<file path="src/verilog/dbus_pkg.sv">
package dbus_pkg;

	localparam int DATA_WIDTH  = 32;
	localparam int ADDR_WIDTH  = 32;
	localparam int BE_WIDTH    = DATA_WIDTH / 8;
	localparam int MEM_WORDS   = 2048;
	localparam int LINE_WORDS  = 4;
	localparam int MISS_CYCLES = 5;  // Stall cycles after the miss cycle.

	localparam int NUM_LINES      = MEM_WORDS / LINE_WORDS;
	localparam int BYTE_OFF_WIDTH = $clog2(BE_WIDTH);
	localparam int WORD_IDX_WIDTH = $clog2(MEM_WORDS);
	localparam int LINE_OFF_WIDTH = $clog2(LINE_WORDS);
	localparam int LINE_IDX_WIDTH = $clog2(NUM_LINES);

	typedef logic [DATA_WIDTH-1:0] word_t;

	// One access on the CPU data bus.
	typedef struct packed {
		logic                  read;
		logic                  write;
		logic [ADDR_WIDTH-1:0] address;
		logic [BE_WIDTH-1:0]   byteenable;
		word_t                 wrdata;
	} dbus_req_t;

	typedef struct packed {
		logic  stall;   // Staged read not ready yet.
		word_t rddata;
	} dbus_rsp_t;

endpackage
</file>
<file path="src/verilog/lsu_pkg.sv">
package lsu_pkg;

	typedef enum logic [2:0] {
		LB  = 3'd0,
		LBU = 3'd1,
		LH  = 3'd2,
		LHU = 3'd3,
		LW  = 3'd4,
		SB  = 3'd5,
		SH  = 3'd6,
		SW  = 3'd7
	} lsu_op_t;

	typedef enum logic [1:0] {
		SIZE_B,
		SIZE_H,
		SIZE_W
	} lsu_size_t;

	// Command on the req/ack side.
	typedef struct packed {
		lsu_op_t                        op;
		logic [dbus_pkg::ADDR_WIDTH-1:0] addr;
		logic [dbus_pkg::DATA_WIDTH-1:0] wdata;
	} lsu_cmd_t;

	typedef struct packed {
		logic [dbus_pkg::DATA_WIDTH-1:0] rdata;
		logic                            misaligned;
	} lsu_rsp_t;

	function automatic logic is_store(lsu_op_t op);
		return op inside {SB, SH, SW};
	endfunction

	function automatic lsu_size_t op_size(lsu_op_t op);
		case (op)
			LB, LBU, SB: return SIZE_B;
			LH, LHU, SH: return SIZE_H;
			default:     return SIZE_W;
		endcase
	endfunction

endpackage

</file>
<file path="src/verilog/lsu_ctrl.sv">
`timescale 1ns/1ps

module lsu_ctrl
	import dbus_pkg::*;
	import lsu_pkg::*;
(
	input  logic      clk,
	input  logic      rst,
	input  logic      req,
	input  lsu_cmd_t  cmd,
	output logic      ack,
	output lsu_rsp_t  rsp,
	output dbus_req_t bus_req,
	input  dbus_rsp_t bus_rsp
);

	typedef enum logic [2:0] {
		IDLE,
		ISSUE,
		WAIT,
		DONE,
		ERROR
	} state_t;

	state_t                state;
	lsu_cmd_t              cmd_q;
	dbus_req_t             req_fields;
	logic                  misaligned;
	logic [DATA_WIDTH-1:0] load_data;
	logic                  access;
	logic                  bus_done;

	lsu_align u_align (
		.cmd        (cmd_q),
		.req_fields (req_fields),
		.misaligned (misaligned),
		.rddata     (bus_rsp.rddata),
		.rdata      (load_data)
	);

	assign access   = req_fields.read | req_fields.write;
	assign bus_done = (state == WAIT) && !bus_rsp.stall;

	// Request flags only in ISSUE, so each access is one bus cycle.
	always_comb begin
		bus_req       = req_fields;
		bus_req.read  = req_fields.read & (state == ISSUE);
		bus_req.write = req_fields.write & (state == ISSUE);
	end

	always_ff @(posedge clk or posedge rst) begin
		if (rst) begin
			state <= IDLE;
			ack   <= 1'b0;
		end else begin
			case (state)
				IDLE: begin
					if (req) begin
						state <= ISSUE;
					end
				end
				ISSUE: begin
					state <= access ? WAIT : ERROR;
				end
				WAIT: begin
					if (!bus_rsp.stall) begin
						state <= DONE;
						ack   <= 1'b1;
					end
				end
				ERROR: begin
					state <= DONE;
					ack   <= 1'b1;
				end
				DONE: begin
					if (!req) begin
						state <= IDLE;  // Four-phase return to idle.
						ack   <= 1'b0;
					end
				end
				default: begin
					state <= IDLE;
				end
			endcase
		end
	end

	always_ff @(posedge clk) begin
		if (state == IDLE && req) begin
			cmd_q <= cmd;
		end
		if (bus_done) begin
			rsp.rdata      <= load_data;
			rsp.misaligned <= 1'b0;
		end
		if (state == ERROR) begin
			rsp.rdata      <= '0;
			rsp.misaligned <= misaligned;
		end
	end

endmodule

</file>
<file path="src/verilog/lsu_align.sv">
`timescale 1ns/1ps

module lsu_align
	import dbus_pkg::*;
	import lsu_pkg::*;
(
	input  lsu_cmd_t              cmd,
	output dbus_req_t             req_fields,
	output logic                  misaligned,
	input  logic [DATA_WIDTH-1:0] rddata,
	output logic [DATA_WIDTH-1:0] rdata
);

	lsu_size_t                 size;
	logic                      store;
	logic [BYTE_OFF_WIDTH-1:0] offset;
	logic [BE_WIDTH-1:0]       be;
	logic [DATA_WIDTH-1:0]     lane_data;
	logic [DATA_WIDTH-1:0]     shifted;

	assign size   = op_size(cmd.op);
	assign store  = is_store(cmd.op);
	assign offset = cmd.addr[BYTE_OFF_WIDTH-1:0];

	always_comb begin
		case (size)
			SIZE_B:  misaligned = 1'b0;
			SIZE_H:  misaligned = offset[0];
			default: misaligned = |offset;
		endcase
	end

	// Replicate store data so every lane carries it, enables pick the lane.
	always_comb begin
		case (size)
			SIZE_B: begin
				lane_data = {BE_WIDTH{cmd.wdata[7:0]}};
				be        = BE_WIDTH'(1) << offset;
			end
			SIZE_H: begin
				lane_data = {(BE_WIDTH/2){cmd.wdata[15:0]}};
				be        = BE_WIDTH'(3) << offset;
			end
			default: begin
				lane_data = cmd.wdata;
				be        = '1;
			end
		endcase
	end

	always_comb begin
		req_fields.read       = ~store & ~misaligned;
		req_fields.write      = store & ~misaligned;
		req_fields.address    = {cmd.addr[ADDR_WIDTH-1:BYTE_OFF_WIDTH], {BYTE_OFF_WIDTH{1'b0}}};
		req_fields.byteenable = be;
		req_fields.wrdata     = lane_data;
	end

	assign shifted = rddata >> {offset, 3'b000};  // Addressed lane down to bit 0.

	always_comb begin
		case (cmd.op)
			LB:      rdata = {{(DATA_WIDTH-8){shifted[7]}}, shifted[7:0]};
			LBU:     rdata = {{(DATA_WIDTH-8){1'b0}}, shifted[7:0]};
			LH:      rdata = {{(DATA_WIDTH-16){shifted[15]}}, shifted[15:0]};
			LHU:     rdata = {{(DATA_WIDTH-16){1'b0}}, shifted[15:0]};
			LW:      rdata = rddata;
			default: rdata = '0;
		endcase
	end

endmodule

</file>
<file path="config.mk">
export PLATFORM = sky130hd
export DESIGN_NAME = lsu_ctrl
export DESIGN_NICKNAME = d
export VERILOG_FILES = /design/src/verilog/dbus_pkg.sv /design/src/verilog/lsu_pkg.sv /design/src/verilog/lsu_ctrl.sv /design/src/verilog/lsu_align.sv
export SDC_FILE = /design/constraint.sdc
export NUM_CORES = 1
export LEC_CHECK = 0
export BUFFER_PORTS_ARGS = -buffer_cell sky130_fd_sc_hd__buf_2
export CAP_MARGIN = 20
export CORE_MARGIN = 2
export CORE_UTILIZATION = 50
export CTS_BUF_LIST = sky130_fd_sc_hd__clkbuf_4 sky130_fd_sc_hd__clkbuf_8
export DETAILED_ROUTE_END_ITERATION = 6
export PLACE_DENSITY = 0.92
export SKIP_CTS_REPAIR_TIMING = 1
export SYNTH_ARGS = -nofsm -noshare
export SYNTH_HDL_FRONTEND = slang
export SYNTH_SLANG_ARGS = --single-unit
export TNS_END_PERCENT = 50
</file>
<file path="constraint.sdc">
create_clock -name clk -period 8.8 [get_ports clk]
set_input_delay 1.76 -clock clk [delete_from_list [all_inputs] [get_ports clk]]
set_output_delay 1.76 -clock clk [all_outputs]
set_load 0.005 [all_outputs]
</file>
; Word level (Yosys, flattened, before mapping)
; Cells that the tools add are included.
[word_totals]
reg_bits = 104
word_cells = 61
input_bits = 103
output_inout_bits = 104
[op_classes]
eq_ne = 15
bitwise_logic = 7
muxes = 15
reduce_logical = 14
shifts = 3
[ops]
columns = operator, n
row1 = 32-bit case mux with 5 select lines, 1
row2 = 32-bit case mux with 2 select lines, 1
row3 = 32-bit by 5-bit >> shifter with 16-bit output, 1
row4 = 3-bit == test (second input constant), 5
row5 = 3-bit case mux with 5 select lines, 1
row6 = 3-bit by 2-bit == test with 1-bit output (second input constant), 4
row7 = 3-bit two-way mux, 4
row8 = 4-bit case mux with 2 select lines, 1
row9 = 3-bit by 1-bit == test with 1-bit output (second input constant), 2
row10 = 3-bit zero test, 2
row11 = 2-bit inequality test (second input constant), 3
row12 = 3-bit AND reduction, 2
row13 = 3-bit nonzero test, 2
row14 = 3-bit OR reduction, 2
row15 = 1-bit AND, 4
row16 = 1-bit two-way mux, 4
row17 = 2-bit case mux with 2 select lines, 1
row18 = 1-bit by 2-bit << shifter with 4-bit output (first input constant), 1
row19 = 2-bit by 2-bit << shifter with 4-bit output (first input constant), 1
row20 = 1-bit case mux with 3 select lines, 1
row21 = 2-bit by 1-bit == test with 1-bit output (second input constant), 1
row22 = 1-bit logical AND, 2
row23 = 2-bit zero test, 1
row24 = 1-bit inverter, 2
row25 = 5 further kinds, 5

; Depth between registers and ports, before layout
[depth]
word_depth = 10
depth_mapped = 7
ltp_nobuf = 4

; Cells and area by module
; Synthesis repeated with hierarchy kept, for this count alone.
[hier_totals]
hier_cells = 516
hier_area_um2 = 5645.4
[modules_own_cells]
columns = mod, area_each_um2, cells_each, n_inst, seq_area_each_um2
row1 = lsu_ctrl, 3629.7, 211, 1, 2782.7
row2 = lsu_align, 2015.7, 305, 1, 0.0

; Worst setup path after synthesis
; No wires, ideal clock.
[synth_path]
kind = input to register
start = in req
end = reg cmd_q[0] in the netlist's numbering, enable pin
n_path_buf = 0
stages = 2
setup_ns = 0.657
t_arrival_ns = 8.115
required_ns = 8.143
slack_ns = 0.028
cell_sequence = inv_1 -> nor4_1
[synth_between]
elab_chain_cells = 1
[synth_rtl]
columns = item, line_no
row1 = "start, declared", lsu_ctrl.sv:9  ; input logic req,
row2 = 1-bit logical AND, lsu_ctrl.sv:89  ; if (state == IDLE && req) begin
row3 = "end signal, assigned", lsu_ctrl.sv:90  ; cmd_q <= cmd;
row4 = "end, declared", lsu_ctrl.sv:26  ; lsu_cmd_t cmd_q;
; No other way between the ends.
; A chain may end at the register's enable or synchronous reset.

==> results.sh <==
export IMPL_outcome="complete, no violations"
export IMPL_nets=652
export IMPL_unrepaired_setup_endpoints_after_global_routing="false"
export IMPL_worstSetupPathType="reg -> out"
export IMPL_avgSynthCellArea_um2=12.4
export IMPL_peakVddDrop_mv=0.166
export IMPL_buffer_ports_inserted=204
export IMPL_yosys_most_used_dff="edfxtp_1"
export IMPL_placedCellCount=669
export IMPL_share_of_post_route_cells_with_drive_strength_above_1=0.474
export IMPL_ant_nets=0
export IMPL_wire_length_of_the_first_global_routing_pass_mm=18.8
export IMPL_synthesis_area_um2=4920
export IMPL_worst_min_delay_path_class="reg -> reg"
export IMPL_synth_commonest_cells="68 x edfxtp_1, 41 x buf_4, 32 x dfxtp_1"
export IMPL_synth_area_leaders="edfxtp_1 41%, dfxtp_1 13%, buf_4 6.3%, mux4_2 4.1%, mux2_2 3.9%"
export IMPL_first_global_vias=3729
export IMPL_crit_path_end_kind="output port"
export IMPL_grt_usage=0.241
export IMPL_critical_path_max_fanout=22
export IMPL_synth_area_leader_cell="edfxtp_1"
export IMPL_worst_ep_required_time_ns=7.04
export IMPL_ys_seq_elements=104
export IMPL_start_util=0.508
export IMPL_number_of_sinks_driven_by_the_clock_tree=104
export IMPL_remaining_drc_errors=0
export IMPL_ctsHtreeMaxLevel=3
export IMPL_synthMostInstantiatedCell="edfxtp_1"
export IMPL_dr_total_vias=3888
export IMPL_cp_cell_sequence="nor2_1 -> o21ai_1 -> buf_4 -> mux2_2 -> buf_2"
export IMPL_synth_adder_area_share=0
export IMPL_cellLeakagePower_uw=0.00243
export IMPL_fill_cells=811
export IMPL_root_buffer="clkbuf_8"
export IMPL_final_replace_weighted_congestion=0.902
export IMPL_core_rowCount=36
export IMPL_finalHoldViolCount=0
export IMPL_die_h_um=103
export IMPL_power_density_cell_area_nw_per_um2=262
export IMPL_slowest_library_cell_on_the_worst_path="edfxtp_1"
export IMPL_core_area_um2=9680
export IMPL_route_detailed_vias_per_inst=5.67
export IMPL_drt_first_iter_violations=176
export IMPL_drv_cap=0
export IMPL_fp_dieArea_um2=10700
export IMPL_maximum_number_of_pins_on_one_net_before_global_route_repair=68
export IMPL_gr_total_overflow=0
export IMPL_compound_gate_fraction_of_synth_area=0.155
export IMPL_yosys_cell_types_count=48
export IMPL_tritoncts="yes"
export IMPL_top_level_ports=207
export IMPL_antennaDiodeCount=0
export IMPL_timing_final_max_slew_violations=0
export IMPL_detail_route_wl_per_cell_um=19.3
export IMPL_cts_buffers_inserted=9
export IMPL_timing_critical_path_arrival_ns=2.62
export IMPL_setup_worst_path_start_class="register"
export IMPL_slew_headroom=0.412
export IMPL_clock_tree_buffer_depth=2
export IMPL_drt_total_wl_mm=13.2
export IMPL_period_minus_slack_ns=4.38
export IMPL_ys_seq_area_frac=0.565
export IMPL_area_share_of_the_leading_cell_type_in_the_synthesized_netlist=0.415
export IMPL_floorplan_die_width_um=103
export IMPL_syn_instance_count=398
export IMPL_worst_pin_slew_ns=0.882
export IMPL_firstDrtPassIters=5
export IMPL_setup_tns_final_ns=0
export IMPL_yosys_mux_area_fraction=0.0852
export IMPL_area_delta_synth_final_pct=19.7
export IMPL_post_route_clock_period_utilization=0.497
export IMPL_synth_simple_gate_area_share=0.0925
export IMPL_synth_warning_count=0
export IMPL_grt_antenna_before_repair=0
export IMPL_asyncSetResetFlopFracSynth=0.0385
export IMPL_achievable_frequency_ghz=0.228
export IMPL_synth_edff_count=68
export IMPL_setup_violations_final=0
export IMPL_post_synth_xor_area_fraction=0.00178
export IMPL_final_core_utilization=0.609
export IMPL_stdcell_count=686
export IMPL_path_clk_slew_ns=0.11
export IMPL_combinational_family_with_the_most_area_after_synthesis="compound AO/OA/AOI/OAI gates"
export IMPL_fin_skew_ns=0.0111
export IMPL_clk_latency_ns=0.37
export IMPL_critical_path_max_stage_delay_ns=0.78
export IMPL_dp_final_hpwl_mm=9.87
where the power goes:
| part | internal, µW | switching [µW] | leakage [µW] |
|---|---|---|---|
| logic | 250 | 252 | 0.00141 |
| registers | 670 | 91.6 | 0.000940 |
| clock network | 106 | 172 | 0.0000853 |
| total | 1030 | 515 | 0.00243 |
final timing paths:
kind                                           start                   end  slack [ns]  depth (start not counted)
worst max-delay path             cmd_q[64]$_DFFE_PP_           bus_req[17]        4.42                          5
worst min-delay path            rsp[16]$_SDFFE_PP0P_  rsp[16]$_SDFFE_PP0P_        0.47                          2
worst max register to register   cmd_q[66]$_DFFE_PP_  rsp[22]$_SDFFE_PP0P_        6.32                          4
worst min register to register  rsp[16]$_SDFFE_PP0P_  rsp[16]$_SDFFE_PP0P_        0.47                          2
max in group asynchronous                        rst  state[2]$_DFFE_PP0P_        7.39                          2
min in group asynchronous                        rst       ack$_DFFE_PP0P_        1.26                          2
layout by cell type, fill, tap and decap left out, drive strengths merged, types with 2 or more instances in the layout:
cell / synthesis / routed
mux4: 9 / 9
nor2: 22 / 22
and2: 4 / 4
nand4: 2 / 2
a22oi: 15 / 15
nand3b: 9 / 9
a221o: 16 / 16
mux2: 18 / 18
edfxtp: 68 / 68
o31a: 8 / 8
dfrtp: 4 / 4
o221ai: 2 / 2
o211ai: 7 / 7
clkbuf: 10 / 9
nor2b: 7 / 7
dfxtp: 32 / 32
conb: 1 / 2
nor3b: 3 / 3
buf: 61 / 210
clkinvlp: 0 / 2
nand2: 18 / 18
o21ai: 26 / 26
a21oi: 12 / 12
o2bb2ai: 6 / 6
a211oi: 7 / 7
nor3: 10 / 10
nand3: 3 / 3
clkinv: 0 / 2
inv: 7 / 9
logic make-up after synthesis:
group	after synthesis
AOI/OAI and AO/OA	104
DFF	104
and+or+nand+nor	82
buffers and inverters	78
muxes	28
xor gates and xnor gates	1
other	1
per-stage QoR:
stage                     setup slack [ns]  power [µW]  hold WS [ns]  area (µm²)
after floorplan                     0.0277        1090         0.449        4930
after global placement                4.83        1240         0.437        5690
after detailed placement              4.79        1270         0.457        5690
after CTS                             4.37        1540         0.478        5870
after global routing                  4.18        1640         0.494        5890
final                                 4.42        1540         0.469        5890
routing by layer:
layer	global-route usage	part of all wire
met5	0	0
met3	0.0712	0.10
met4	0.101	0.021
met2	0.432	0.52
met1	0.266	0.36
sequential cells by signal (all words and copies together) (netlist names):
signal and cells:
cmd_q 67, rsp 33, state 3, ack 1
critical path, delay by kind of cell, from the launching register on:
family / cells / cell delay, ns
and+or+nand+nor: 1 / 0.16
muxes: 1 / 0.34
buffers and inverters: 2 / 0.41
DFF: 1 / 0.78
AOI/OAI and AO/OA: 1 / 0.55
final cells by class:
class	instances	area [µm²]	area share
well taps	133	166	0.0282
inverters	7	26.3	0.00446
flip-flops and latches	104	2780	0.472
multi-input cells	217	1660	0.282
clock inverters	6	55.1	0.00934
repair buffers	210	1080	0.183
clock buffers	9	124	0.0210
Note: power is estimated with default switching activity, not from simulation.
